`src/cas_mem_defines.svh`:
```
// Shared sizing constants for the cassette memory path
// CM_CREDITS must be a power of two, since the FIFO pointers wrap freely
// CM_MEM_LAT must be at least 2
// CM_BIT_DIV must be a power of two and at least 2

`ifndef CAS_MEM_DEFINES_SVH
`define CAS_MEM_DEFINES_SVH

// Byte address width of the shared memory
`define CM_ADDR_W 12

// One data byte
`define CM_DATA_W 8

// Credits per link, also the buffer depth on each side
`define CM_CREDITS 4

// Read latency of byte_ram in clocks
`define CM_MEM_LAT 2

// Clocks per cassette bit
`define CM_BIT_DIV 8

`endif

```
`src/cas_mem_pkg.sv`:
```
// Types shared by the loader, the player, the arbiter and the RAM
// Widths come from cas_mem_defines.svh

`default_nettype none

`include "cas_mem_defines.svh"

package cas_mem_pkg;

   typedef logic [`CM_ADDR_W-1:0] mem_addr_t;
   typedef logic [`CM_DATA_W-1:0] mem_data_t;

   // Holds 0 .. CM_CREDITS inclusive
   typedef logic [$clog2(`CM_CREDITS+1)-1:0] cred_cnt_t;

   // One host download beat
   typedef struct packed {
      mem_addr_t addr;
      mem_data_t data;
   } dl_beat_t;

   // One memory request, data is ignored on reads
   typedef struct packed {
      mem_addr_t addr;
      mem_data_t data;
      logic      we;
   } mem_req_t;

   typedef enum logic [1:0] {
      TP_IDLE,
      TP_RUN,
      TP_PAUSED
   } tape_state_e;

endpackage

`default_nettype wire

```
`src/upload_loader.sv`:
```
// Download loader: buffers host beats and turns them into memory writes
// The host must respect its CM_CREDITS credits, there is no overflow check
// dl_credit pulses one cycle after a beat leaves the FIFO

`timescale 1ns/1ps
`default_nettype none

`include "cas_mem_defines.svh"

module upload_loader (
   input  wire                           clock_bus,
   input  wire                           rst_n,
   input  wire                           dl_valid,
   input  wire  cas_mem_pkg::dl_beat_t   dl_beat,
   output logic                          dl_credit,
   output logic                          req_valid,
   output cas_mem_pkg::mem_req_t         req,
   input  wire                           req_credit
);

   localparam int PTR_W = $clog2(`CM_CREDITS);

   cas_mem_pkg::dl_beat_t  fifo [`CM_CREDITS];
   logic [PTR_W-1:0]       wr_ptr;
   logic [PTR_W-1:0]       rd_ptr;
   cas_mem_pkg::cred_cnt_t fill;
   cas_mem_pkg::cred_cnt_t credits;
   logic                   pop;

   // Forward the head beat whenever the arbiter has room for it
   assign pop       = (fill != '0) && (credits != '0);
   assign req_valid = pop;

   always_comb begin
      req.addr = fifo[rd_ptr].addr;
      req.data = fifo[rd_ptr].data;
      req.we   = 1'b1;
   end

   always_ff @(posedge clock_bus) begin
      if (dl_valid) begin
         fifo[wr_ptr] <= dl_beat;
      end
   end

   always_ff @(posedge clock_bus or negedge rst_n) begin
      if (!rst_n) begin
         wr_ptr    <= '0;
         rd_ptr    <= '0;
         fill      <= '0;
         credits   <= cas_mem_pkg::cred_cnt_t'(`CM_CREDITS);
         dl_credit <= 1'b0;
      end else begin
         if (dl_valid) begin
            wr_ptr <= wr_ptr + 1'b1;
         end
         if (pop) begin
            rd_ptr <= rd_ptr + 1'b1;
         end
         fill    <= fill + cas_mem_pkg::cred_cnt_t'(dl_valid)
                         - cas_mem_pkg::cred_cnt_t'(pop);
         credits <= credits - cas_mem_pkg::cred_cnt_t'(pop)
                            + cas_mem_pkg::cred_cnt_t'(req_credit);
         // One host credit back per forwarded beat
         dl_credit <= pop;
      end
   end

endmodule

`default_nettype wire

```
`config.mk`:
```
export PLATFORM = sky130hd
export DESIGN_NAME = upload_loader
export DESIGN_NICKNAME = d
export VERILOG_FILES = /design/src/cas_mem_pkg.sv /design/src/upload_loader.sv
export VERILOG_INCLUDE_DIRS = /design/src
export SDC_FILE = /design/constraint.sdc
export NUM_CORES = 1
export LEC_CHECK = 0
export BUFFER_PORTS_ARGS = -buffer_cell sky130_fd_sc_hd__buf_2
export CORE_UTILIZATION = 25
export DETAILED_ROUTE_END_ITERATION = 12
export RECOVER_POWER = 25
export SLEW_MARGIN = 20
export SYNTH_ARGS = -nofsm -noshare
export SYNTH_HDL_FRONTEND = slang
export SYNTH_SLANG_ARGS = --single-unit
```
`constraint.sdc`:
```
create_clock -name clock_bus -period 3.3 [get_ports clock_bus]
set_clock_uncertainty 0.2 [all_clocks]
set_input_delay 0 -clock clock_bus [delete_from_list [all_inputs] [get_ports clock_bus]]
set_output_delay 0 -clock clock_bus [all_outputs]
set_load 0.05 [all_outputs]
```
==> results.md <==
- Worst slew margin relative to its limit: 0.5594
- Die ar.: 0.01433 mm2
- CP Max Fanout: 13
- CP Launch Type: register
- RSZ-0062 raised after global routing: no
- Cell taking the most area after synthesis: edfxtp_1
- Reg2Reg Setup Slack: 990 ps
- Synth async-reset ratio: 0.1209
- CTS tree: yes
- Synth Instances: 152
- Antenna violations before repair: 0
- CP cell instances: buf_12 -> mux4_2 -> buf_2
- Die Wd: 119.7 um
- Port-buffer cells: 45
- Clk sinks: 91
- DIE HEIGHT: 119.7 um
- Drt pass-1 iters: 4
- Mean Syn Cell Area: 22.79 um2
- Crit path required time: 3100 ps
- PD cells: 988.4 mW/mm2
- DR WL/cell: 14.47 um
- Final nets: 266
- Min-Delay Endpoint: fifo[1][4]
- CP bufs+invs: 2
- HP Start: dl_beat[4]
- Util after Layout: 0.3336
- I/O Pins: 47
- Clock latency at the later pin of the worst-skew pair: 340 ps
- Cts repair resizes: 0
- Top-count cell post-synth: edfxtp_1
- CP max-delay cell: dfrtp_1
- H-tree depth: 3
- FMAX: 429.7 MHz
- Worst IR Drop VDD: 573.8 uV
- Core Box Area: 0.01340 mm2
- Power consumption: 4418 uW
- Fin. Hold Viols: 0
- DRT iter0 DRCs: 90
- Worst reg2reg startpoint: fill[0]
- Final min period: 2327 ps
- Post-synth top area share: 0.6934
- Routed vias/inst: 3.961
- Worst r2r path cells: 7
- Share of power burned in registers: 0.375
- Reg-to-reg endpoint: fill[2]
- Commonest cells post-synth: 80 x edfxtp_1, 18 x mux4_2, 10 x dfrtp_1
- Post-synthesis net count: 184
- Cell Area, Synth: 0.003465 mm2
- Routed Antenna Nets: 0
- Total CTS buffers: 9
- Initial Util: 0.2585
- Critical path arrival: 2130 ps
- Total global-route track usage: 0.09352
- Setup violators final: 0
- CP endpoint kind: primary output
- Vias: 1,644
- Clk buf depth: 2
- Clock network fraction of total power: 0.240
- Kind of critical path: register to primary output
- Worst Hold Path Cells: 2
- Synth Register Bits: 91
- Leakage: 0.001571 uW
- Row count: 42
- Routed WL: 6.003 mm
- Int Power: 2779 uW
- Dpl hpwl: 3.776 mm
- Post-synth EDFFs: 80
- Status: complete, no violations
- Cell variety after synth: 22
- Vias in the first global route: 1,781
- Post-synth top flop: edfxtp_1
- Switching Fraction: 0.3711
- MaxCap Viol Count: 0
- Clock transition at path regs: 60 ps
- Area Overhead vs Synth: 29.04%
- HP Class: input pin to register
- Synth top area cells: edfxtp_1 69%, mux4_2 12%, dfrtp_1 7.2%, ha_1 2.2%, mux4_1 1.5%
- Combinational share of power: 0.386
- Seq/Total Area, Yosys: 0.7732
- Crit path max-delay family: flip-flops
- First-pass GRT wire length: 9.584 mm
- Filler Cell Count: 1,289
- GP Congestion: 0.6691
- Diodes inserted: 0
- Worst-Margin Slew: 660.9 ps
- GR Overflow Total: 0
- Critical path's largest stage delay: 760 ps
- P_sw: 1640 uW
- Synth warnings: 0
- Pins Over Slew Limit: 0
- DRC viols: 0
- Worst setup startpoint: rd_ptr[0]
- Crit share post-route: 0.7052
- Largest net degree at the start of global routing: 21
- Setup TNS: 0 ps
- Root Buffer: clkbuf_16
- Fraction of layout cells with a size suffix above 1: 0.3013
## cells by family (layout without fill, tap and decap cells)
family	count (synthesis)	count (layout)	share of synthesized area
flip-flops	91	91	0.7732
XOR/XNOR	7	7	0.01770
AO/OA/AOI/OAI	1	1	0.001443
adder cells (fa/ha/maj)	8	8	0.03322
buffers and inverters	9	96	0.01589
other	1	1	0.001082
AND/OR/NAND/NOR	15	15	0.02528
multiplexers	20	20	0.1322
## what timing repair did
action / CTS / global route
endpoints found under the hold margin: 96 / 0
setup buffers: 0 / 0
hold buffers: 25 / 0
setup endpoints to repair: 0 / 0
## sequential cells by signal, indices dropped and copies added (netlist names)
register and flops:
dl_credit 1, fill 3, wr_ptr 2, fifo 80, credits 3, rd_ptr 2
## metrics by stage
stage	hold WS, ps	setup WS, ps	std cells	cell area [um2]
after floorplan	-495.6	1185	152	3465
after global placement	-322.9	1090	374	3928
final	219.1	972.9	415	4471
after CTS	202.4	886.5	415	4487
after detailed placement	-316.0	994.3	374	3928
after global routing	239.7	741.5	415	4471
## routing by layer
layer	part of all wire	vias up	GRT usage
met5	0	-	0
met4	0.016	0	0.03750
met3	0.041	8	0.03422
met2	0.47	33	0.1467
met1	0.47	831	0.1168
li1	-	772	-
## worst register-to-register path, stage by stage (launching register included)
cell and delay (ps):
dfrtp_1 390, nor3_1 440, or3_1 220, nand2_1 80, ha_1 200, fa_1 380
xnor2_1 190, xnor2_1 140
## area by class of cell
cell class	instances	area (um2)	share of cell area
clock inverter	6	80.08	0.01791
sequential	91	2679	0.5992
timing repair buffer	76	516.7	0.1156
inverter	4	15.01	0.003359
multi-input combinational	52	730.7	0.1634
tap	176	220.2	0.04926
clock buffer	10	229.0	0.05122
## power groups by stage
stage | logic [uW] | clock network [uW] | registers (uW)
final | 1700 | 1060 | 1660
after global routing | 1850 | 1130 | 1690
after detailed placement | 1720 | 0 | 1690
after CTS | 1740 | 1090 | 1660
after floorplan | 1350 | 0 | 1650
after global placement | 1700 | 0 | 1670
## placed cells by master, fill, tap and decap left out, drive strengths merged, types with 2 or more instances in the layout
cell / count
clkbuf: 23
buf: 38
xnor2: 4
ha: 6
xor2: 3
nand2: 5
fa: 2
bufinv: 2
clkinv: 3
dfrtp: 10
nor3: 2
dlygate4sd3: 25
mux4: 20
edfxtp: 80
and2: 4
or3: 2
inv: 4
## how the worst max path moves through the flow
stage,endpoint,slack [ps],depth (start not counted)
final,req[11],970,3
after CTS,req[19],890,3
after floorplan,fill[2],1190,7
after global routing,credits[2],740,7
after global placement,fill[2],1090,7
after detailed placement,fill[2],990,7
(Power assumes the default switching activity.)
