[src/cas_mem_defines.svh]
// Shared sizing constants for the cassette memory path
// CM_CREDITS must be a power of two, since the FIFO pointers wrap freely
// CM_MEM_LAT must be at least 2
// CM_BIT_DIV must be a power of two and at least 2

`ifndef CAS_MEM_DEFINES_SVH
`define CAS_MEM_DEFINES_SVH

// Byte address width of the shared memory
`define CM_ADDR_W 12

// One data byte
`define CM_DATA_W 8

// Credits per link, also the buffer depth on each side
`define CM_CREDITS 4

// Read latency of byte_ram in clocks
`define CM_MEM_LAT 2

// Clocks per cassette bit
`define CM_BIT_DIV 8

`endif

[src/cas_mem_pkg.sv]
// Types shared by the loader, the player, the arbiter and the RAM
// Widths come from cas_mem_defines.svh

`default_nettype none

`include "cas_mem_defines.svh"

package cas_mem_pkg;

   typedef logic [`CM_ADDR_W-1:0] mem_addr_t;
   typedef logic [`CM_DATA_W-1:0] mem_data_t;

   // Holds 0 .. CM_CREDITS inclusive
   typedef logic [$clog2(`CM_CREDITS+1)-1:0] cred_cnt_t;

   // One host download beat
   typedef struct packed {
      mem_addr_t addr;
      mem_data_t data;
   } dl_beat_t;

   // One memory request, data is ignored on reads
   typedef struct packed {
      mem_addr_t addr;
      mem_data_t data;
      logic      we;
   } mem_req_t;

   typedef enum logic [1:0] {
      TP_IDLE,
      TP_RUN,
      TP_PAUSED
   } tape_state_e;

endpackage

`default_nettype wire

[src/tape_player.sv]
// Cassette player: reads bytes from address 0 upward, shifts them out MSB first
// One cas_strobe every CM_BIT_DIV clocks while data is available
// Reads in flight plus buffered bytes never exceed CM_CREDITS
// Rewind is a single-cycle pulse; play is a level

`timescale 1ns/1ps
`default_nettype none

`include "cas_mem_defines.svh"

module tape_player (
   input  wire                           clock_bus,
   input  wire                           rst_n,
   input  wire                           play,
   input  wire                           rewind,
   output logic                          req_valid,
   output cas_mem_pkg::mem_req_t         req,
   input  wire                           req_credit,
   input  wire                           rsp_valid,
   input  wire  cas_mem_pkg::mem_data_t  rsp_data,
   output logic                          cas_out,
   output logic                          cas_strobe
);

   localparam int PTR_W = $clog2(`CM_CREDITS);
   localparam int DIV_W = $clog2(`CM_BIT_DIV);
   localparam int BIT_W = $clog2(`CM_DATA_W);

   cas_mem_pkg::tape_state_e state;
   cas_mem_pkg::mem_addr_t   rd_addr;
   cas_mem_pkg::cred_cnt_t   credits;
   cas_mem_pkg::cred_cnt_t   pend;
   cas_mem_pkg::cred_cnt_t   drop;
   cas_mem_pkg::cred_cnt_t   buf_cnt;
   cas_mem_pkg::mem_data_t   bbuf [`CM_CREDITS];
   logic [PTR_W-1:0]         wr_ptr;
   logic [PTR_W-1:0]         rd_ptr;
   cas_mem_pkg::mem_data_t   shreg;
   cas_mem_pkg::mem_data_t   cur_byte;
   logic [BIT_W-1:0]         bits_left;
   logic [DIV_W-1:0]         div;
   logic                     room;
   logic                     issue;
   logic                     keep;
   logic                     tick;
   logic                     pop;

   // ==============================
   // Read prefetch
   // ==============================
   assign room  = ({1'b0, pend} + {1'b0, buf_cnt}) < `CM_CREDITS;
   assign issue = (state == cas_mem_pkg::TP_RUN) && !rewind && (credits != '0) && room;
   // Responses owed to a rewound stream are dropped
   assign keep  = rsp_valid && (drop == '0) && !rewind;

   assign req_valid = issue;

   always_comb begin
      req.addr = rd_addr;
      req.data = '0;
      req.we   = 1'b0;
   end

   // ==============================
   // Bit serializer
   // ==============================
   assign tick = (state == cas_mem_pkg::TP_RUN) && !rewind
              && (div == DIV_W'(`CM_BIT_DIV-1))
              && ((bits_left != '0) || (buf_cnt != '0));
   // Next byte taken straight from the buffer on its first bit
   assign pop      = tick && (bits_left == '0);
   assign cur_byte = pop ? bbuf[rd_ptr] : shreg;

   always_ff @(posedge clock_bus) begin
      if (keep) begin
         bbuf[wr_ptr] <= rsp_data;
      end
      if (tick) begin
         shreg <= {cur_byte[`CM_DATA_W-2:0], 1'b0};
      end
   end

   always_ff @(posedge clock_bus or negedge rst_n) begin
      if (!rst_n) begin
         state <= cas_mem_pkg::TP_IDLE;
      end else begin
         case (state)
            cas_mem_pkg::TP_IDLE:   if (play) state <= cas_mem_pkg::TP_RUN;
            cas_mem_pkg::TP_RUN:    if (!play) state <= cas_mem_pkg::TP_PAUSED;
            cas_mem_pkg::TP_PAUSED: begin
               if (rewind) begin
                  state <= cas_mem_pkg::TP_IDLE;
               end else if (play) begin
                  state <= cas_mem_pkg::TP_RUN;
               end
            end
            default: state <= cas_mem_pkg::TP_IDLE;
         endcase
      end
   end

   always_ff @(posedge clock_bus or negedge rst_n) begin
      if (!rst_n) begin
         rd_addr    <= '0;
         credits    <= cas_mem_pkg::cred_cnt_t'(`CM_CREDITS);
         pend       <= '0;
         drop       <= '0;
         buf_cnt    <= '0;
         wr_ptr     <= '0;
         rd_ptr     <= '0;
         bits_left  <= '0;
         div        <= '0;
         cas_out    <= 1'b0;
         cas_strobe <= 1'b0;
      end else begin
         pend    <= pend + cas_mem_pkg::cred_cnt_t'(issue)
                         - cas_mem_pkg::cred_cnt_t'(rsp_valid);
         credits <= credits - cas_mem_pkg::cred_cnt_t'(issue)
                            + cas_mem_pkg::cred_cnt_t'(req_credit);
         cas_strobe <= tick;
         if (tick) begin
            cas_out <= cur_byte[`CM_DATA_W-1];
         end
         if (rewind) begin
            // Everything still outstanding belongs to the old position
            rd_addr   <= '0;
            wr_ptr    <= '0;
            rd_ptr    <= '0;
            buf_cnt   <= '0;
            bits_left <= '0;
            div       <= '0;
            drop      <= pend - cas_mem_pkg::cred_cnt_t'(rsp_valid);
         end else begin
            if (issue) begin
               rd_addr <= rd_addr + 1'b1;
            end
            if (keep) begin
               wr_ptr <= wr_ptr + 1'b1;
            end
            if (pop) begin
               rd_ptr <= rd_ptr + 1'b1;
            end
            if (rsp_valid && (drop != '0)) begin
               drop <= drop - 1'b1;
            end
            buf_cnt <= buf_cnt + cas_mem_pkg::cred_cnt_t'(keep)
                               - cas_mem_pkg::cred_cnt_t'(pop);
            // Divider holds while paused or starved so no bit is lost
            if ((state == cas_mem_pkg::TP_RUN) && ((bits_left != '0) || (buf_cnt != '0))) begin
               div <= tick ? '0 : div + 1'b1;
            end
            if (tick) begin
               bits_left <= pop ? BIT_W'(`CM_DATA_W-1) : bits_left - 1'b1;
            end
         end
      end
   end

endmodule

`default_nettype wire

[config.mk]
export PLATFORM = sky130hd
export DESIGN_NAME = tape_player
export DESIGN_NICKNAME = d
export VERILOG_FILES = /design/src/cas_mem_pkg.sv /design/src/tape_player.sv
export VERILOG_INCLUDE_DIRS = /design/src
export SDC_FILE = /design/constraint.sdc
export NUM_CORES = 1
export LEC_CHECK = 0
export BUFFER_PORTS_ARGS = -buffer_cell sky130_fd_sc_hd__buf_2
export CAP_MARGIN = 15
export CORE_MARGIN = 8
export CORE_UTILIZATION = 63
export CTS_CLUSTER_SIZE = 28
export DETAILED_ROUTE_END_ITERATION = 12
export PLACE_DENSITY = 0.84
export REMOVE_ABC_BUFFERS = 1
export SETUP_SLACK_MARGIN = 0.3
export SYNTH_ARGS = -nofsm -noshare
export SYNTH_HDL_FRONTEND = slang
export SYNTH_SLANG_ARGS = --single-unit
[constraint.sdc]
create_clock -name clock_bus -period 6.06 [get_ports clock_bus]
set_input_delay 1.212 -clock clock_bus [delete_from_list [all_inputs] [get_ports clock_bus]]
set_output_delay 1.212 -clock clock_bus [all_outputs]
set_load 0.01 [all_outputs]
==> flow_metrics.env, run 1 <==
export IMPL_path_max_fanout=36
export IMPL_holdPathStages=1
export IMPL_cts_made_buffers=9
export IMPL_synth_cell_type_count=39
export IMPL_use_met3=0.0405
export IMPL_yosys_area_top_type="edfxtp_1"
export IMPL_busiest_layer="met2"
export IMPL_max_freq_mhz=250
export IMPL_io_pins=38
export IMPL_place_congestion=0.720
export IMPL_rsz0062_at_grt="false"
export IMPL_root_buffer="clkbuf_8"
export IMPL_pwr_density_cell_nw_per_um2=301
export IMPL_drv_cap=0
export IMPL_gr_usage_met1=0.202
export IMPL_cts_hold_buf=0
export IMPL_core_area_um2=5780
export IMPL_status="completed"
export IMPL_syn_inst=275
export IMPL_crit_start="rewind"
export IMPL_vias=2163
export IMPL_cts_htree_levels=3
export IMPL_met2_usage=0.254
export IMPL_setup_viol=0
export IMPL_nNetsFinal=341
export IMPL_peakVddDrop_uv=176
export IMPL_seqPwrFrac=0.524
export IMPL_rrSetupSlack_ns=2.83
export IMPL_hold_viol_final=0
export IMPL_startpoint_type="input port"
export IMPL_switching_share=0.295
export IMPL_portBuffers=28
export IMPL_cts_tree="built"
export IMPL_path_class="input port to primary output"
export IMPL_async_flop_share=0.494
export IMPL_p_clk_frac=0.295
export IMPL_synthDominantCellAreaShare=0.318
export IMPL_relSlewSlack=0.433
export IMPL_required_ns=4.85
export IMPL_ys_ff_latch=77
export IMPL_finalMaxSlewViolations=0
export IMPL_drt_wl_total_um=6270
export IMPL_drc=0
export IMPL_postSynthAreaPerCell_um2=13.4
export IMPL_grt_pass1_vias=2233
export IMPL_fin_tns_setup_ns=0
export IMPL_diodes=0
export IMPL_post_drt_wl_per_cell_um=16.3
export IMPL_drt_iter0_drc=166
export IMPL_crit_arrival_ns=2.78
export IMPL_dr_pass1_iters=4
export IMPL_intPower_uw=849
export IMPL_rr_startpoint="bits_left[0]"
export IMPL_antenna_found_initial=0
export IMPL_finalWorstSetupSlack_ns=2.07
export IMPL_cts_sinks=77
export IMPL_finalClockSkew_ns=0.00916
export IMPL_cp_end_kind="primary output"
export IMPL_grt_pass1_wl_um=10600
export IMPL_clk_latency_ns=0.35
export IMPL_switching_power_uw=355
export IMPL_area_delta_synth_final_pct=8.78
export IMPL_path_clk_slew_ns=0.08
export IMPL_hpwl_um=4260
export IMPL_yosysWarningCount=0
export IMPL_synth_area_leaders="edfxtp_1 32%, dfrtp_1 25%, ha_1 6.8%"
export IMPL_cts_setup_buffers=0
export IMPL_rows=28
export IMPL_p_leak_uw=0.00168
export IMPL_fin_crit_sh=0.659
export IMPL_ant_nets=0
export IMPL_fin_crit_ns=3.99
export IMPL_cts_buffer_depth=2
export IMPL_initial_utilization=0.636
export IMPL_synthesis_area_um2=3680
export IMPL_die_area_um2=8540
export IMPL_viasPerCell=5.63
export IMPL_synth_most_common_cell="edfxtp_1"
export IMPL_pwr_share_comb=0.181
export IMPL_gr_usage_all_layers=0.160
export IMPL_die_w_um=92.4
export IMPL_synthFlopType="edfxtp_1"
export IMPL_worstMarginPinSlew_ns=0.847
export IMPL_min_path_type="flip-flop to flip-flop"
export IMPL_drive_gt1_frac=0.204
export IMPL_grt_max_degree=39
export IMPL_ys_top_cells_by_count="39 x edfxtp_1, 37 x dfrtp_1, 22 x inv_1, 20 x ha_1, 17 x nor2_1"
export IMPL_overflow=0
export IMPL_holdCritStartpoint="credits[2]"
export IMPL_synth_edff_count=39
export IMPL_place_ws_ns=2.08
export IMPL_ys_seq_area_frac=0.577
export IMPL_cts_resized=0
export IMPL_die_h_um=92.4
export IMPL_r2r_cells=12
[cell usage in the layout, fill, tap and decap left out, drive strengths merged, types with 2 or more instances in the layout]
cell / Yosys / final
clkinv: 0 / 2
o31ai: 9 / 9
nand3: 5 / 5
and4: 2 / 2
conb: 1 / 9
or3: 3 / 3
nand4: 3 / 3
o21ai: 7 / 7
nor4: 2 / 2
nor2b: 4 / 4
or4: 8 / 8
xor2: 5 / 5
nand3b: 4 / 4
mux2: 8 / 8
and2: 5 / 5
xnor2: 9 / 9
edfxtp: 39 / 39
mux4: 8 / 8
fa: 3 / 3
clkbuf: 4 / 9
ha: 20 / 20
clkinvlp: 0 / 2
inv: 22 / 25
nor2: 17 / 17
mux2i: 5 / 5
dfrtp: 37 / 37
nand2: 8 / 8
buf: 14 / 28
a21oi: 14 / 14
nand2b: 3 / 3
[logic make-up (layout without fill, tap and decap cells)]
kind of cell / Yosys count / after routing / synth area share
flip-flops: 77 / 77 / 0.577
AND/OR/NAND/NOR: 68 / 68 / 0.113
buffers and inverters: 40 / 66 / 0.0551
AO/OA/AOI/OAI: 31 / 31 / 0.0490
adder cells (fa/ha/maj): 23 / 23 / 0.0844
multiplexers: 21 / 21 / 0.0871
XOR/XNOR: 14 / 14 / 0.0333
other: 1 / 9 / 0.00102
[flip-flops by register name, indices dropped and copies added (netlist names), 3 cells and up]
| register | count |
|---|---|
| bbuf | 32 |
| pend | 3 |
| drop | 3 |
| rd_addr | 12 |
| shreg | 7 |
| div | 3 |
| credits | 3 |
| buf_cnt | 3 |
| bits_left | 3 |
[through the flow]
step | utilization | power, uW | cell area, um2 | cells | hold slack [ns]
floorplan | - | 796 | 3590 | 265 | 0.467
global placement | 0.661 | 838 | 3820 | 368 | 0.474
detailed placement | 0.661 | 859 | 3820 | 368 | 0.517
CTS | 0.692 | 1210 | 4000 | 384 | 0.531
global route | 0.692 | 1280 | 4000 | 384 | 0.556
finish | 0.692 | 1200 | 4000 | 384 | 0.529
[layout make-up]
cell class / count / area [um2]
Clock buffer: 9 / 124
Clock inverter: 7 / 55.1
Fill cell: 393 / 1780
Inverter: 22 / 82.6
Multi-Input combinational cell: 166 / 1380
Sequential cell: 77 / 2120
Tap cell: 75 / 93.8
Timing Repair Buffer: 28 / 140
[worst max-delay path, stage by stage]
cell and delay [ns]:
buf_2 0.31, nor4_4 0.35, nand4_2 0.47, inv_1 0.26, buf_2 0.17
[power by group through the flow]
stage | registers, uW | clock network, uW | logic, uW
finish | 631 | 356 | 218
CTS | 631 | 360 | 220
floorplan | 633 | 0 | 163
global route | 638 | 383 | 255
global placement | 638 | 0 | 199
detailed placement | 642 | 0 | 216
[metal layers]
metal,up-vias,part of all wire,routed length [um]
met2,37,0.49,3060
met1,1087,0.46,2860
met3,10,0.036,228
met4,0,0.019,119
li1,1029,-,-
met5,-,0,0
[final timing paths]
kind / to
worst max-delay path: req_valid
worst min-delay path: credits[2]
worst max register to register: buf_cnt[2]
worst min register to register: credits[2]
max in group asynchronous: wr_ptr[0]
min in group asynchronous: rd_addr[9]
(Power assumes the default switching activity.)
==> run 2: changes to the inputs <==
--- a/config.mk
+++ b/config.mk
@@ -9,10 +9,10 @@
 export BUFFER_PORTS_ARGS = -buffer_cell sky130_fd_sc_hd__buf_2
 export CAP_MARGIN = 15
 export CORE_MARGIN = 8
-export CORE_UTILIZATION = 63
+export CORE_UTILIZATION = 58
 export CTS_CLUSTER_SIZE = 28
 export DETAILED_ROUTE_END_ITERATION = 12
-export PLACE_DENSITY = 0.84
+export PLACE_DENSITY = 0.79
 export REMOVE_ABC_BUFFERS = 1
 export SETUP_SLACK_MARGIN = 0.3
 export SYNTH_ARGS = -nofsm -noshare
==> constraint.sdc (replaced) <==
create_clock -name clock_bus -period 3.76 [get_ports clock_bus]
set_input_delay 0.752 -clock clock_bus [delete_from_list [all_inputs] [get_ports clock_bus]]
set_output_delay 0.752 -clock clock_bus [all_outputs]
set_load 0.01 [all_outputs]
==> flow_metrics.env, run 2 (synthesis results as in run 1) <==
export IMPL_grt_pass1_vias=2052
export IMPL_cts_hold_buf=0
export IMPL_fin_tns_setup_ns=0
export IMPL_hold_viol_final=0
export IMPL_total_power_uw=1960
export IMPL_rsz0062_at_grt="false"
export IMPL_place_congestion=0.737
export IMPL_cts_buffer_depth=2
export IMPL_required_ns=3.99
export IMPL_cts_setup_buffers=0
export IMPL_worstMarginPinSlew_ns=0.877
export IMPL_cpPeakStageDelay_ns=0.51
export IMPL_dpl_cell_count=372
export IMPL_cp_end_kind="flip-flop"
export IMPL_nNetsFinal=343
export IMPL_ant_nets=0
export IMPL_die_area_um2=9150
export IMPL_drc=0
export IMPL_regMostFlops="bbuf"
export IMPL_root_buffer="clkbuf_8"
export IMPL_io_pins=38
export IMPL_cts_made_buffers=9
export IMPL_vias=2124
export IMPL_crit_slowest_cell="nor4b_2"
export IMPL_overflow=0
export IMPL_drive_gt1_frac=0.209
export IMPL_cts_sinks=77
export IMPL_diodes=0
export IMPL_cp_common_cell="ha_1"
export IMPL_final_instance_count_excl_fill=388
export IMPL_rows=29
export IMPL_initial_utilization=0.589
export IMPL_finalMaxSlewViolations=0
export IMPL_pwr_density_cell_nw_per_um2=486
export IMPL_die_h_um=95.6
export IMPL_finalClockSkew_ns=0.00889
export IMPL_setup_viol=0
export IMPL_layout_commonest_cell="edfxtp_1"
export IMPL_core_area_um2=6240
export IMPL_cts_resized=0
export IMPL_fin_util=0.645
export IMPL_fillCellCount=493
export IMPL_path_max_fanout=10
export IMPL_path_cells="inv_1, ha_1, ha_1, nor4b_2, or3b_1, xnor2_1, ha_1, inv_1, fa_1, xor2_1, xnor2_1, nor2_1"
export IMPL_crit_arrival_ns=3.29
export IMPL_startpoint_type="flip-flop"
export IMPL_grt_max_degree=39
export IMPL_reg_top3="bbuf (32), rd_addr (12), shreg (7)"
export IMPL_clk_latency_ns=0.36
export IMPL_path_class="flip-flop to flip-flop"
export IMPL_place_area_um2=3840
export IMPL_gr_usage_all_layers=0.148
export IMPL_drv_cap=0
export IMPL_fin_crit_ns=3.06
export IMPL_dr_pass1_iters=4
export IMPL_grt_pass1_wl_um=10100
export IMPL_max_freq_mhz=327
export IMPL_drt_wl_total_um=6070
export IMPL_hpwl_um=4160
export IMPL_antenna_found_initial=0
export IMPL_largest_reg_flops=32
export IMPL_min_path_type="input port to async pin"
export IMPL_cts_htree_levels=3
export IMPL_final_area_um2=4030
export IMPL_die_w_um=95.6
export IMPL_peakVddDrop_uv=380
export IMPL_cts_tree="built"
export IMPL_area_delta_synth_final_pct=9.42
export IMPL_path_clk_slew_ns=0.09
export IMPL_fin_crit_sh=0.814
export IMPL_post_drt_wl_per_cell_um=15.6
export IMPL_viasPerCell=5.47
export IMPL_relSlewSlack=0.413
export IMPL_status="completed"
export IMPL_final_cell_mix="39 x edfxtp_1, 37 x dfrtp_1, 28 x buf_2, 22 x inv_1, 20 x ha_1"
export IMPL_p_leak_uw=0.00169
export IMPL_drt_iter0_drc=83
export IMPL_portBuffers=28
-- run 2: changes by cell type in the layout (fill, tap and decap cells not counted), sizes merged --
cell,change
clkinv,-2
inv,+2
buf,+2
-- run 2: area by class of cell --
type | instances | area, um2 | share of cell area
multi-input combinational | 166 | 1380 | 0.343
inverter | 22 | 82.6 | 0.0205
timing repair buffer | 30 | 155 | 0.0385
clock buffer | 9 | 124 | 0.0308
sequential | 77 | 2120 | 0.528
tap | 77 | 96.3 | 0.0239
clock inverter | 7 | 61.3 | 0.0152
-- run 2: per-stage QoR --
step | setup slack (ns) | hold slack, ns
CTS | 0.702 | 0.497
finish | 0.701 | 0.483
global placement | 0.767 | 0.474
global route | 0.417 | 0.509
detailed placement | 0.711 | 0.489
floorplan | 0.963 | 0.456
-- run 2: layer usage --
layer | GRT usage | share of wire | up-vias
li1 | - | - | 1033
met4 | 0.0794 | 0.017 | 0
met3 | 0.0409 | 0.048 | 8
met2 | 0.212 | 0.47 | 40
met1 | 0.199 | 0.47 | 1043
met5 | 0 | 0 | -
-- run 2: path summary, 6_finish.rpt --
kind	startpoint	to	slack, ns	depth (start not counted)
worst min register to register	credits[2]	credits[2]	0.50	1
worst min-delay path	rst_n	rd_addr[8]	0.48	1
worst max-delay path	bits_left[0]	buf_cnt[2]	0.70	12
min in group clock_bus	credits[2]	credits[2]	0.50	1
max in group asynchronous	rst_n	credits[1]	2.75	1
worst max register to register	bits_left[0]	buf_cnt[2]	0.70	12
-- run 2: power breakdown --
group / internal, uW / leakage, uW / switching [uW] / total, uW
sequential: 962 / 0.000858 / 53.2 / 1020
clock: 253 / 0.0000892 / 337 / 590
combinational: 162 / 0.000744 / 190 / 352
total: 1380 / 0.00169 / 581 / 1960
-- run 2: worst max-delay path: cells and delay by family, from the launching register on --
family	cells	cell delay, ns
and+or+nand+nor	3	1.03
adders and majority gates	4	0.92
xor gates and xnor gates	3	0.49
DFF	1	0.37
buffers and inverters	2	0.13
