`src/cas_mem_defines.svh`:
```
// Shared sizing constants for the cassette memory path
// CM_CREDITS must be a power of two, since the FIFO pointers wrap freely
// CM_MEM_LAT must be at least 2
// CM_BIT_DIV must be a power of two and at least 2

`ifndef CAS_MEM_DEFINES_SVH
`define CAS_MEM_DEFINES_SVH

// Byte address width of the shared memory
`define CM_ADDR_W 12

// One data byte
`define CM_DATA_W 8

// Credits per link, also the buffer depth on each side
`define CM_CREDITS 4

// Read latency of byte_ram in clocks
`define CM_MEM_LAT 2

// Clocks per cassette bit
`define CM_BIT_DIV 8

`endif

```
`src/cas_mem_pkg.sv`:
```
// Types shared by the loader, the player, the arbiter and the RAM
// Widths come from cas_mem_defines.svh

`default_nettype none

`include "cas_mem_defines.svh"

package cas_mem_pkg;

   typedef logic [`CM_ADDR_W-1:0] mem_addr_t;
   typedef logic [`CM_DATA_W-1:0] mem_data_t;

   // Holds 0 .. CM_CREDITS inclusive
   typedef logic [$clog2(`CM_CREDITS+1)-1:0] cred_cnt_t;

   // One host download beat
   typedef struct packed {
      mem_addr_t addr;
      mem_data_t data;
   } dl_beat_t;

   // One memory request, data is ignored on reads
   typedef struct packed {
      mem_addr_t addr;
      mem_data_t data;
      logic      we;
   } mem_req_t;

   typedef enum logic [1:0] {
      TP_IDLE,
      TP_RUN,
      TP_PAUSED
   } tape_state_e;

endpackage

`default_nettype wire

```
`src/mem_arbiter.sv`:
```
// Fixed-priority arbiter, the loader (peer 0) beats the player (peer 1)
// Each peer has a CM_CREDITS deep request queue, an empty queue is bypassed
// Credit comes back one cycle after the grant
// Only the player reads, so read data always goes to rsp_*

`timescale 1ns/1ps
`default_nettype none

`include "cas_mem_defines.svh"

module mem_arbiter (
   input  wire                           clock_bus,
   input  wire                           rst_n,
   input  wire                           ld_valid,
   input  wire  cas_mem_pkg::mem_req_t   ld_req,
   output logic                          ld_credit,
   input  wire                           tp_valid,
   input  wire  cas_mem_pkg::mem_req_t   tp_req,
   output logic                          tp_credit,
   output logic                          mem_valid,
   output cas_mem_pkg::mem_req_t         mem_req,
   input  wire                           rd_valid,
   input  wire  cas_mem_pkg::mem_data_t  rd_data,
   output logic                          rsp_valid,
   output cas_mem_pkg::mem_data_t        rsp_data
);

   localparam int PTR_W = $clog2(`CM_CREDITS);
   localparam int NP    = 2;

   cas_mem_pkg::mem_req_t  q_mem [NP][`CM_CREDITS];
   logic [PTR_W-1:0]       q_wr [NP];
   logic [PTR_W-1:0]       q_rd [NP];
   cas_mem_pkg::cred_cnt_t q_cnt [NP];
   cas_mem_pkg::mem_req_t  in_req [NP];
   cas_mem_pkg::mem_req_t  head_req [NP];
   logic [NP-1:0]          in_valid;
   logic [NP-1:0]          head_valid;
   logic [NP-1:0]          grant;
   logic [NP-1:0]          q_push;
   logic [NP-1:0]          q_pop;
   logic [NP-1:0]          credit_q;
   logic [`CM_MEM_LAT-1:0] rd_own;

   assign in_valid  = {tp_valid, ld_valid};
   assign in_req[0] = ld_req;
   assign in_req[1] = tp_req;

   // ==============================
   // Queue heads and grant
   // ==============================
   always_comb begin
      for (int p = 0; p < NP; p++) begin
         if (q_cnt[p] == '0) begin
            head_valid[p] = in_valid[p];
            head_req[p]   = in_req[p];
         end else begin
            head_valid[p] = 1'b1;
            head_req[p]   = q_mem[p][q_rd[p]];
         end
      end
      grant[0] = head_valid[0];
      grant[1] = head_valid[1] && !head_valid[0];
      for (int p = 0; p < NP; p++) begin
         // A request granted on arrival never enters the queue
         q_push[p] = in_valid[p] && !((q_cnt[p] == '0) && grant[p]);
         q_pop[p]  = grant[p] && (q_cnt[p] != '0);
      end
   end

   assign mem_valid = |head_valid;
   assign mem_req   = head_valid[0] ? head_req[0] : head_req[1];
   assign ld_credit = credit_q[0];
   assign tp_credit = credit_q[1];

   always_ff @(posedge clock_bus) begin
      for (int p = 0; p < NP; p++) begin
         if (q_push[p]) begin
            q_mem[p][q_wr[p]] <= in_req[p];
         end
      end
   end

   always_ff @(posedge clock_bus or negedge rst_n) begin
      if (!rst_n) begin
         for (int p = 0; p < NP; p++) begin
            q_wr[p]  <= '0;
            q_rd[p]  <= '0;
            q_cnt[p] <= '0;
         end
         credit_q <= '0;
         rd_own   <= '0;
      end else begin
         for (int p = 0; p < NP; p++) begin
            if (q_push[p]) begin
               q_wr[p] <= q_wr[p] + 1'b1;
            end
            if (q_pop[p]) begin
               q_rd[p] <= q_rd[p] + 1'b1;
            end
            q_cnt[p] <= q_cnt[p] + cas_mem_pkg::cred_cnt_t'(q_push[p])
                                 - cas_mem_pkg::cred_cnt_t'(q_pop[p]);
         end
         credit_q <= grant;
         // Tracks which memory slots carry a read
         rd_own <= {rd_own[`CM_MEM_LAT-2:0], mem_valid && !mem_req.we};
      end
   end

   assign rsp_valid = rd_valid && rd_own[`CM_MEM_LAT-1];
   assign rsp_data  = rd_data;

endmodule

`default_nettype wire

```
`config.mk`:
```
export PLATFORM = sky130hd
export DESIGN_NAME = mem_arbiter
export DESIGN_NICKNAME = d
export VERILOG_FILES = /design/src/cas_mem_pkg.sv /design/src/mem_arbiter.sv
export VERILOG_INCLUDE_DIRS = /design/src
export SDC_FILE = /design/constraint.sdc
export NUM_CORES = 1
export LEC_CHECK = 0
export ABC_AREA = 1
export BUFFER_PORTS_ARGS = -buffer_cell sky130_fd_sc_hd__buf_2
export CAP_MARGIN = 20
export CORE_AREA = 3 3 85 168
export CTS_BUF_LIST = sky130_fd_sc_hd__clkbuf_8
export DETAILED_ROUTE_END_ITERATION = 16
export DIE_AREA = 0 0 88 171
export PLACE_DENSITY_LB_ADDON = 0.3
export RECOVER_POWER = 50
export REMOVE_ABC_BUFFERS = 1
export SYNTH_ARGS = -nofsm -noshare
export SYNTH_HDL_FRONTEND = slang
export SYNTH_SLANG_ARGS = --single-unit
```
`constraint.sdc`:
```
create_clock -name clock_bus -period 2.47 [get_ports clock_bus]
set_input_delay 0.6175 -clock clock_bus [delete_from_list [all_inputs] [get_ports clock_bus]]
set_output_delay 0.6175 -clock clock_bus [all_outputs]
set_load 0.01 [all_outputs]
```
==> impl_metrics.env, run 1 <==
export IMPL_tritoncts_num_buffers=17
export IMPL_first_iter_violations=463
export IMPL_leading_cell_type_in_the_layout_fill_and_taps_excluded="sky130_fd_sc_hd__edfxtp_1"
export IMPL_worstHoldPathType="in2async"
export IMPL_finalWorstPathRequiredPeriod_ns=2.54
export IMPL_gr_usage_all_layers_pct=24.8
export IMPL_first_global_vias=5408
export IMPL_post_layout_total_power_mw=11.1
export IMPL_setup_viol_count_final=19
export IMPL_floorplan_die_width_um=88
export IMPL_globalRoute_totalOverflow=0
export IMPL_start_util_pct=60.5
export IMPL_synth_top_family_by_area="simple AND/OR/NAND/NOR gates"
export IMPL_drt_pre_antenna_iters=5
export IMPL_timing_critical_path_slowest_cell_delay_ns=0.43
export IMPL_yosys_register_bits=186
export IMPL_worst_path_max_delay_cell="sky130_fd_sc_hd__dfrtp_1"
export IMPL_synthesis_area_sq_um=7910
export IMPL_synthXorXnorAreaFrac_pct=1.11
export IMPL_synth_adder_area_share_pct=2.25
export IMPL_post_route_worst_setup_slack_ns=-0.0711
export IMPL_post_route_cells_drive_above_1_share_pct=16.3
export IMPL_filler_cell_count=898
export IMPL_hold_viol=0
export IMPL_whs_ns=0.339
export IMPL_cts_htree_levels=4
export IMPL_violated_checks="negative setup slack"
export IMPL_wl_per_instance_um=19.9
export IMPL_clock_path_buffers=2
export IMPL_actual_slew_at_the_worst_max_slew_pin_ns=1.11
export IMPL_share_of_synthesized_area_spent_on_multiplexers_pct=0
export IMPL_timing_final_max_slew_violations=0
export IMPL_rows=59
export IMPL_finalCritPeriodShare_pct=103
export IMPL_ctsRootBufferMaster="sky130_fd_sc_hd__clkbuf_8"
export IMPL_run_status="finished with violations"
export IMPL_postCtsHoldBufs=0
export IMPL_synth_compound_area_share_pct=8.60
export IMPL_total_die_area_sq_um=15000
export IMPL_synthCells=676
export IMPL_p_leak_nw=3.37
export IMPL_clkLatencyLatePin_ns=0.46
export IMPL_clock_sink_count=186
export IMPL_cellPowerDensity_nw_per_um2=1220
export IMPL_final_weighted_congestion_in_routability_driven_placement=0.802
export IMPL_number_of_nets_with_antenna_violations_after_detailed_routing=0
export IMPL_worst_ep_required_time_ns=1.85
export IMPL_synth_seq_area_share_pct=69.5
export IMPL_design_core_area_sq_um=13100
export IMPL_finish_net_count=829
export IMPL_tritoncts="done"
export IMPL_ant_cells=0
export IMPL_achievable_frequency_mhz=394
export IMPL_worst_path_max_fanout=10
export IMPL_fin_skew_ns=0.0138
export IMPL_place_port_buffers=71
export IMPL_detailroute_via_count=5476
export IMPL_grt_start_max_net_pins=45
export IMPL_drt_wl_total_mm=18.4
export IMPL_cts_reportedPaths_clkPinSlew_ns=0.10
export IMPL_place_inst=876
export IMPL_grt_antenna_before_repair=0
export IMPL_pin_count=88
export IMPL_worstPathArrival_ns=1.92
export IMPL_crit_path_cell_trace="nor2_4 -> nand2_4 -> buf_12 -> o21a_1 -> nand2_1 -> nand3_1 -> buf_2"
export IMPL_ys_warnings_count=0
export IMPL_most_used_cells_in_the_layout_excluding_fill_and_tap_cells="sky130_fd_sc_hd__edfxtp_1, sky130_fd_sc_hd__nor2_1, sky130_fd_sc_hd__nand2_1"
export IMPL_maxCapViolCount=0
export IMPL_detailedPlacementHpwl_mm=11.1
export IMPL_grt_first_pass_wirelength_mm=27.3
export IMPL_die_h_um=171
export IMPL_drcViolationCount=0
export IMPL_route_detailed_vias_per_inst=5.91
export IMPL_critical_path_startpoint_type="flip-flop"
export IMPL_critical_path_class="reg2out"
export IMPL_syn2layout_area_growth_pct=14.9
export IMPL_max_slew_margin_rel_pct=25.9
export IMPL_mean_area_per_synthesized_cell_sq_um=11.7
export IMPL_ir_drop_uv=778
export IMPL_basic_gate_share_of_the_synthesized_area_counting_and_or_nand_and_nor_cells_pct=14.2
export IMPL_post_layout_nonfiller_instances=926
export IMPL_critical_path_endpoint_type="primary output"
export IMPL_netlist_cell_type_count=25
export IMPL_rsz_0062_raised_after_global_routing="yes"
==> final timing paths <==
check | from | endpoint | slack [ns] | depth (start not counted)
setup / recovery | q_cnt[5] | mem_req[4] | -0.07 | 7
hold / removal | rst_n | q_cnt[4] | 0.34 | 1
setup reg to reg | q_cnt[5] | q_cnt[2] | 0.22 | 12
hold reg to reg | rd_own[0] | rd_own[1] | 0.37 | 0
max in group asynchronous | rst_n | q_rd[2] | 1.38 | 1
min in group clock_bus | rd_own[0] | rd_own[1] | 0.37 | 0
==> what timing repair did <==
action / CTS / global route
hold endpoints to repair: 0 / 0
setup buffers: 10 / 4
resized for setup: 18 / 22
endpoints found under the setup margin: 21 / 22
pin swaps: 2 / 7
cloned: 1 / 3
==> cells in the mapped netlist (all sizes together) <==
master	count	share of area, %
edfxtp	168	64
nor2	138	6.8
nand2	87	4.3
o21ai	80	5.1
nand3	46	3.1
buf	33	2.4
inv	31	1.5
o21a	20	1.9
o22ai	20	1.6
dfrtp	18	5.7
clkbuf	11	0.55
ha	11	1.7
xor2	7	0.78
xnor2	3	0.33
fa	2	0.51
a21oi	1	0.063
==> final cells by class <==
type	count	area [sq um]	area share (%)
flip-flops and latches	186	5500	60.5
multi-input cells	415	2110	23.2
repair buffers	110	795	8.75
clock buffers	17	234	2.58
well taps	152	190	2.09
clock inverters	15	130	1.43
inverters	31	126	1.39
==> power by group <==
| group | switching (mW) | internal, mW |
|---|---|---|
| Combinational | 3.01 | 1.82 |
| Clock | 1.12 | 0.735 |
| Sequential | 0.241 | 4.18 |
| Total | 4.37 | 6.73 |
==> critical path: cells and delay by family (launching register included) <==
family / cells / cell delay, ns
and+or+nand+nor: 4 / 0.50
buffers and inverters: 2 / 0.32
AOI/OAI and AO/OA: 1 / 0.19
DFF: 1 / 0.43
==> through the flow <==
stage,setup slack (ns),TNS (ns),area (sq um),utilization [%]
2_1_floorplan,-0.0646,-6.45,7680,-
3_3_place_gp,0.130,0,8440,64.6
3_5_place_dp,0.109,0,8440,64.6
4_1_cts,-0.0442,-0.519,8970,68.7
5_1_grt,-0.127,-2.30,9080,69.5
6_report,-0.0711,-0.520,9080,69.5
==> kinds of logic after synthesis <==
kind of cell	Yosys count
xor+xnor	10
flops	186
compound gates	121
fa+ha+maj	13
simple gates	271
buf+inv	75
==> sequential cells by signal, indices dropped and copies added, names as in the netlist <==
register / flops
q_rd: 4
q_mem: 168
rd_own: 2
q_cnt: 6
q_wr: 4
credit_q: 2
==> per-layer routing <==
layer	vias to the layer above	track usage, %	share of wire (%)
li1	2508	-	-
met1	2644	28.5	35
met2	277	43.0	55
met3	47	5.35	6.6
met4	0	12.2	3.9
met5	-	0	0
Note: power is estimated with default switching activity, not from simulation.
==> run 2, diff against run 1 <==
--- a/config.mk
+++ b/config.mk
@@ -9,10 +9,12 @@
 export ABC_AREA = 1
 export BUFFER_PORTS_ARGS = -buffer_cell sky130_fd_sc_hd__buf_2
 export CAP_MARGIN = 20
-export CORE_AREA = 3 3 85 168
+export CORE_AREA = 3 3 89 176
 export CTS_BUF_LIST = sky130_fd_sc_hd__clkbuf_8
+export CTS_CLUSTER_DIAMETER = 120
+export CTS_CLUSTER_SIZE = 12
 export DETAILED_ROUTE_END_ITERATION = 16
-export DIE_AREA = 0 0 88 171
+export DIE_AREA = 0 0 92 179
 export PLACE_DENSITY_LB_ADDON = 0.3
 export RECOVER_POWER = 50
 export REMOVE_ABC_BUFFERS = 1
==> impl_metrics.env, run 2 (synthesis results as in run 1) <==
export IMPL_worst_path_max_fanout=6
export IMPL_cts_reportedPaths_clkPinSlew_ns=0.10
export IMPL_leading_cell_type_in_the_layout_fill_and_taps_excluded="sky130_fd_sc_hd__edfxtp_1"
export IMPL_rows=62
export IMPL_achievable_frequency_mhz=393
export IMPL_rsz_0062_raised_after_global_routing="yes"
export IMPL_setup_worst_path_start="q_cnt[5]"
export IMPL_worstHoldPathType="in2async"
export IMPL_syn2layout_area_growth_pct=18.0
export IMPL_ctsRootBufferMaster="sky130_fd_sc_hd__clkbuf_8"
export IMPL_grt_first_pass_wirelength_mm=27.6
export IMPL_critical_path_class="reg2out"
export IMPL_tritoncts="done"
export IMPL_drt_pre_antenna_iters=5
export IMPL_tritoncts_num_buffers=17
export IMPL_clock_path_buffers=2
export IMPL_p_leak_nw=3.48
export IMPL_timing_critical_path_slowest_cell_delay_ns=0.44
export IMPL_total_die_area_sq_um=16500
export IMPL_detailroute_via_count=5343
export IMPL_crit_top_cell="sky130_fd_sc_hd__nor2_4"
export IMPL_most_used_cells_in_the_layout_excluding_fill_and_tap_cells="sky130_fd_sc_hd__edfxtp_1, sky130_fd_sc_hd__nor2_1, sky130_fd_sc_hd__o21ai_0"
export IMPL_ff2ff_setup_slack_ns=0.23
export IMPL_floorplan_die_width_um=92
export IMPL_final_area_sq_um=9330
export IMPL_post_route_cells_drive_above_1_share_pct=19.7
export IMPL_violated_checks="negative setup slack"
export IMPL_cellPowerDensity_nw_per_um2=1240
export IMPL_worstPathArrival_ns=1.93
export IMPL_place_ws_ns=0.000435
export IMPL_clkLatencyLatePin_ns=0.45
export IMPL_gr_usage_all_layers_pct=22.0
export IMPL_postCtsHoldBufs=0
export IMPL_hold_viol=0
export IMPL_actual_slew_at_the_worst_max_slew_pin_ns=1.13
export IMPL_clock_sink_count=186
export IMPL_fin_skew_ns=0.00973
export IMPL_globalRoute_totalOverflow=0
export IMPL_finalCritPeriodShare_pct=103
export IMPL_first_global_vias=5472
export IMPL_worstReg2RegEnd="q_cnt[2]"
export IMPL_place_inst=920
export IMPL_finalWorstPathRequiredPeriod_ns=2.54
export IMPL_drcViolationCount=0
export IMPL_run_status="finished with violations"
export IMPL_timing_rr_start="q_cnt[5]"
export IMPL_start_util_pct=54.8
export IMPL_design_core_area_sq_um=14400
export IMPL_grt_antenna_before_repair=0
export IMPL_crit_path_cell_trace="nor2_4 -> nand3_4 -> nor2_4 -> buf_12 -> clkbuf_16 -> nand2_4 -> nand3_2 -> buf_6"
export IMPL_crit_path_end="mem_req[6]"
export IMPL_finish_net_count=825
export IMPL_detailedPlacementHpwl_mm=11.6
export IMPL_ir_drop_uv=813
export IMPL_whs_ns=0.354
export IMPL_grt_start_max_net_pins=37
export IMPL_filler_cell_count=1116
export IMPL_setup_viol_count_final=21
export IMPL_timing_final_max_slew_violations=0
export IMPL_wl_per_instance_um=18.8
export IMPL_fin_tns_setup_ns=-0.922
export IMPL_route_detailed_vias_per_inst=5.55
export IMPL_final_weighted_congestion_in_routability_driven_placement=0.795
export IMPL_critical_path_endpoint_type="primary output"
export IMPL_worst_path_max_delay_cell="sky130_fd_sc_hd__dfrtp_1"
export IMPL_placed_area_sq_um=8520
export IMPL_reg2regPathDepth=11
export IMPL_number_of_nets_with_antenna_violations_after_detailed_routing=0
export IMPL_cts_htree_levels=4
export IMPL_place_port_buffers=71
export IMPL_first_iter_violations=343
export IMPL_die_h_um=179
export IMPL_post_route_worst_setup_slack_ns=-0.0741
export IMPL_pin_count=88
export IMPL_critical_path_startpoint_type="flip-flop"
export IMPL_drt_wl_total_mm=18.1
export IMPL_post_layout_nonfiller_instances=962
export IMPL_ant_cells=0
export IMPL_largest_reg_flops=168
export IMPL_maxCapViolCount=0
export IMPL_max_slew_margin_rel_pct=24.9
export IMPL_worst_ep_required_time_ns=1.85
## run 2: cell types whose count changed in the layout (fill, tap and decap cells not counted), sizes merged
cell / previous run / this run
buf: 65 / 62
bufinv: 0 / 1
clkbuf: 62 / 61
clkinvlp: 2 / 1
## run 2: area by class of cell
cell class	instances	area, sq um	area share, %
Clock inverter	15	154	1.65
Multi-Input combinational cell	415	2260	24.2
Tap cell	192	240	2.57
Sequential cell	186	5500	58.9
Clock buffer	17	234	2.51
Timing Repair Buffer	106	831	8.90
Inverter	31	121	1.30
## run 2: per-layer routing
layer,routed length (um),global-route usage [%]
met1,6630,25.1
met2,10100,39.6
met3,894,4.41
met4,453,10.2
met5,0,0
## run 2: stage by stage
stage | util, % | power, mW
floorplan | - | 7.00
global placement | 59.1 | 8.59
detailed placement | 59.1 | 8.77
finish | 64.7 | 11.5
global route | 64.7 | 12.2
CTS | 62.3 | 10.8
## run 2: what timing repair did
action,CTS,global route
endpoints found under the setup margin,21,22
gates cloned,0,3
pin swaps,2,9
resized for setup,18,67
buffers inserted,3,4
## run 2: critical path, delay by kind of cell, from the launching register on
kind                   cells  cell delay (ns)
buffers and inverters      3             0.41
AND/OR/NAND/NOR            5             0.63
flip-flops                 1             0.44
## run 2: worst min-delay path by stage
stage,start,end,slack (ns),cells past startpoint
floorplan,rst_n,credit_q[0],0.32,0
global placement,rd_own[0],rd_own[1],0.33,0
detailed placement,rd_own[0],rd_own[1],0.35,0
CTS,rst_n,q_rd[2],0.09,1
global route,rd_own[0],rd_own[1],0.39,0
finish,rst_n,rd_own[1],0.35,1
## run 2: power by group
part	internal, mW	switching (mW)	total [mW]
combinational	2.08	3.09	5.17
clock	0.840	1.12	1.96
sequential	4.17	0.233	4.41
==> run 3, diff against run 2 <==
--- a/config.mk
+++ b/config.mk
@@ -18,6 +18,7 @@
 export PLACE_DENSITY_LB_ADDON = 0.3
 export RECOVER_POWER = 50
 export REMOVE_ABC_BUFFERS = 1
+export SKIP_LAST_GASP = 1
 export SYNTH_ARGS = -nofsm -noshare
 export SYNTH_HDL_FRONTEND = slang
 export SYNTH_SLANG_ARGS = --single-unit
==> impl_metrics.env, run 3 (synthesis results as in run 1) <==
export IMPL_violated_checks="negative setup slack"
export IMPL_fin_skew_ns=0.0117
export IMPL_cts_reportedPaths_clkPinSlew_ns=0.10
export IMPL_ff2ff_setup_slack_ns=0.27
export IMPL_gr_usage_all_layers_pct=22.0
export IMPL_place_port_buffers=71
export IMPL_post_route_cells_drive_above_1_share_pct=19.1
export IMPL_ir_drop_uv=800
export IMPL_worst_path_max_fanout=8
export IMPL_worst_path_max_delay_cell="sky130_fd_sc_hd__dfrtp_1"
export IMPL_syn2layout_area_growth_pct=18.0
export IMPL_worst_ep_required_time_ns=1.85
export IMPL_wl_per_instance_um=18.9
export IMPL_finalWorstPathRequiredPeriod_ns=2.55
export IMPL_leading_cell_type_in_the_layout_fill_and_taps_excluded="sky130_fd_sc_hd__edfxtp_1"
export IMPL_final_area_sq_um=9330
export IMPL_grt_start_max_net_pins=37
export IMPL_worstReg2RegEnd="q_cnt[2]"
export IMPL_critical_path_class="reg2out"
export IMPL_filler_cell_count=1110
export IMPL_tritoncts_num_buffers=17
export IMPL_die_h_um=179
export IMPL_finish_utilization_pct=64.7
export IMPL_first_global_vias=5487
export IMPL_hold_viol=0
export IMPL_postCtsHoldBufs=0
export IMPL_floorplan_die_width_um=92
export IMPL_setup_viol_count_final=21
export IMPL_cellPowerDensity_nw_per_um2=1230
export IMPL_detailroute_via_count=5354
export IMPL_reg2regPathDepth=11
export IMPL_clock_sink_count=186
export IMPL_start_util_pct=54.8
export IMPL_critical_path_endpoint_type="primary output"
export IMPL_largest_reg_flops=168
export IMPL_rsz_0062_raised_after_global_routing="yes"
export IMPL_post_route_worst_setup_slack_ns=-0.0818
export IMPL_number_of_nets_with_antenna_violations_after_detailed_routing=0
export IMPL_achievable_frequency_mhz=392
export IMPL_power_switching_fraction_pct=38.5
export IMPL_globalRoute_totalOverflow=0
export IMPL_worstHoldPathType="in2async"
export IMPL_finalCritPeriodShare_pct=103
export IMPL_final_weighted_congestion_in_routability_driven_placement=0.795
export IMPL_first_iter_violations=399
export IMPL_actual_slew_at_the_worst_max_slew_pin_ns=1.14
export IMPL_net_switching_power_mw=4.44
export IMPL_p_leak_nw=3.47
export IMPL_ctsRootBufferMaster="sky130_fd_sc_hd__clkbuf_8"
export IMPL_cell_internal_pwr_mw=7.08
export IMPL_critical_path_startpoint_type="flip-flop"
export IMPL_detailedPlacementHpwl_mm=11.6
export IMPL_ant_cells=0
export IMPL_seq_power_share_pct=38.2
export IMPL_design_core_area_sq_um=14400
export IMPL_post_layout_total_power_mw=11.5
export IMPL_max_slew_margin_rel_pct=24.2
export IMPL_pwr_share_comb_pct=44.7
export IMPL_clock_path_buffers=2
export IMPL_grt_first_pass_wirelength_mm=27.6
export IMPL_drcViolationCount=0
export IMPL_drt_wl_total_mm=18.3
export IMPL_clock_power_share_pct=17.1
export IMPL_multi_input_area_sq_um=2210
export IMPL_grt_antenna_before_repair=0
export IMPL_route_detailed_vias_per_inst=5.55
export IMPL_cts_htree_levels=4
export IMPL_worstPathArrival_ns=1.93
export IMPL_timing_final_max_slew_violations=0
export IMPL_timing_critical_path_slowest_cell_delay_ns=0.44
export IMPL_flip_flop_and_latch_area_sq_um=5500
export IMPL_crit_path_cell_trace="nor2_4 -> nand3_4 -> buf_12 -> clkbuf_16 -> o21a_1 -> nand2_1 -> nand3_1 -> buf_2"
export IMPL_timing_rr_start="q_cnt[5]"
export IMPL_maxCapViolCount=0
export IMPL_finish_net_count=828
export IMPL_tritoncts="done"
export IMPL_total_die_area_sq_um=16500
export IMPL_drt_pre_antenna_iters=5
export IMPL_placed_area_sq_um=8520
export IMPL_fin_tns_setup_ns=-1.03
export IMPL_pin_count=88
export IMPL_most_used_cells_in_the_layout_excluding_fill_and_tap_cells="sky130_fd_sc_hd__edfxtp_1, sky130_fd_sc_hd__nor2_1, sky130_fd_sc_hd__nand2_1"
export IMPL_clkLatencyLatePin_ns=0.46
export IMPL_rows=62
export IMPL_run_status="finished with violations"
==> run 3: power groups by stage <==
stage / Clock [mW] / Combinational [mW] / Sequential [mW]
5_1_grt: 2.12 / 5.64 / 4.45
2_1_floorplan: 0 / 2.40 / 4.60
3_5_place_dp: 0 / 4.31 / 4.46
4_1_cts: 2.00 / 4.39 / 4.39
6_report: 1.96 / 5.15 / 4.40
3_3_place_gp: 0 / 4.17 / 4.42
==> run 3: worst max path at each step <==
stage	from	end	slack [ns]	cells past startpoint
final	q_cnt[5]	mem_req[16]	-0.08	8
after global routing	q_cnt[5]	mem_req[17]	-0.16	8
after CTS	q_cnt[4]	mem_req[17]	-0.06	7
after detailed placement	ld_valid	q_cnt[2]	0.0004	12
after global placement	ld_valid	q_cnt[1]	0.09	12
after floorplan	q_cnt[4]	q_mem[0][0]	-0.06	4
==> run 3: final cells by class <==
class / instances / area share, %
clock buffer: 17 / 2.51
clock inverter: 15 / 1.65
inverter: 31 / 1.30
multi-input combinational: 415 / 23.7
sequential: 186 / 58.9
tap: 192 / 2.57
timing repair buffer: 109 / 9.33
==> run 3: worst max-delay path, delay by kind of cell, from the launching register on <==
family	cells	cell delay [ns]
flops	1	0.44
compound gates	1	0.11
simple gates	4	0.47
buf+inv	3	0.47
==> run 3: per-stage QoR <==
stage / setup WS [ns] / hold slack, ns / cells
floorplan: -0.0646 / 0.322 / 632
global placement: 0.0891 / 0.333 / 920
detailed placement: 0.000435 / 0.349 / 920
CTS: -0.0566 / 0.0910 / 955
global route: -0.162 / 0.385 / 965
finish: -0.0818 / 0.354 / 965
==> run 3: metal layers <==
| layer | vias to the layer above | track usage, % | share of wire, % |
|---|---|---|---|
| li1 | 2506 | - | - |
| met1 | 2601 | 25.1 | 37 |
| met2 | 207 | 39.5 | 55 |
| met3 | 40 | 4.24 | 5.1 |
| met4 | 0 | 10.5 | 2.9 |
| met5 | - | 0 | 0 |
==> run 3: what timing repair did <==
item                                    CTS  global route
buffers inserted                          3             6
resized for setup                        12            60
gates cloned                              0             4
endpoints found under the setup margin   21            22
pin swaps                                 2            42
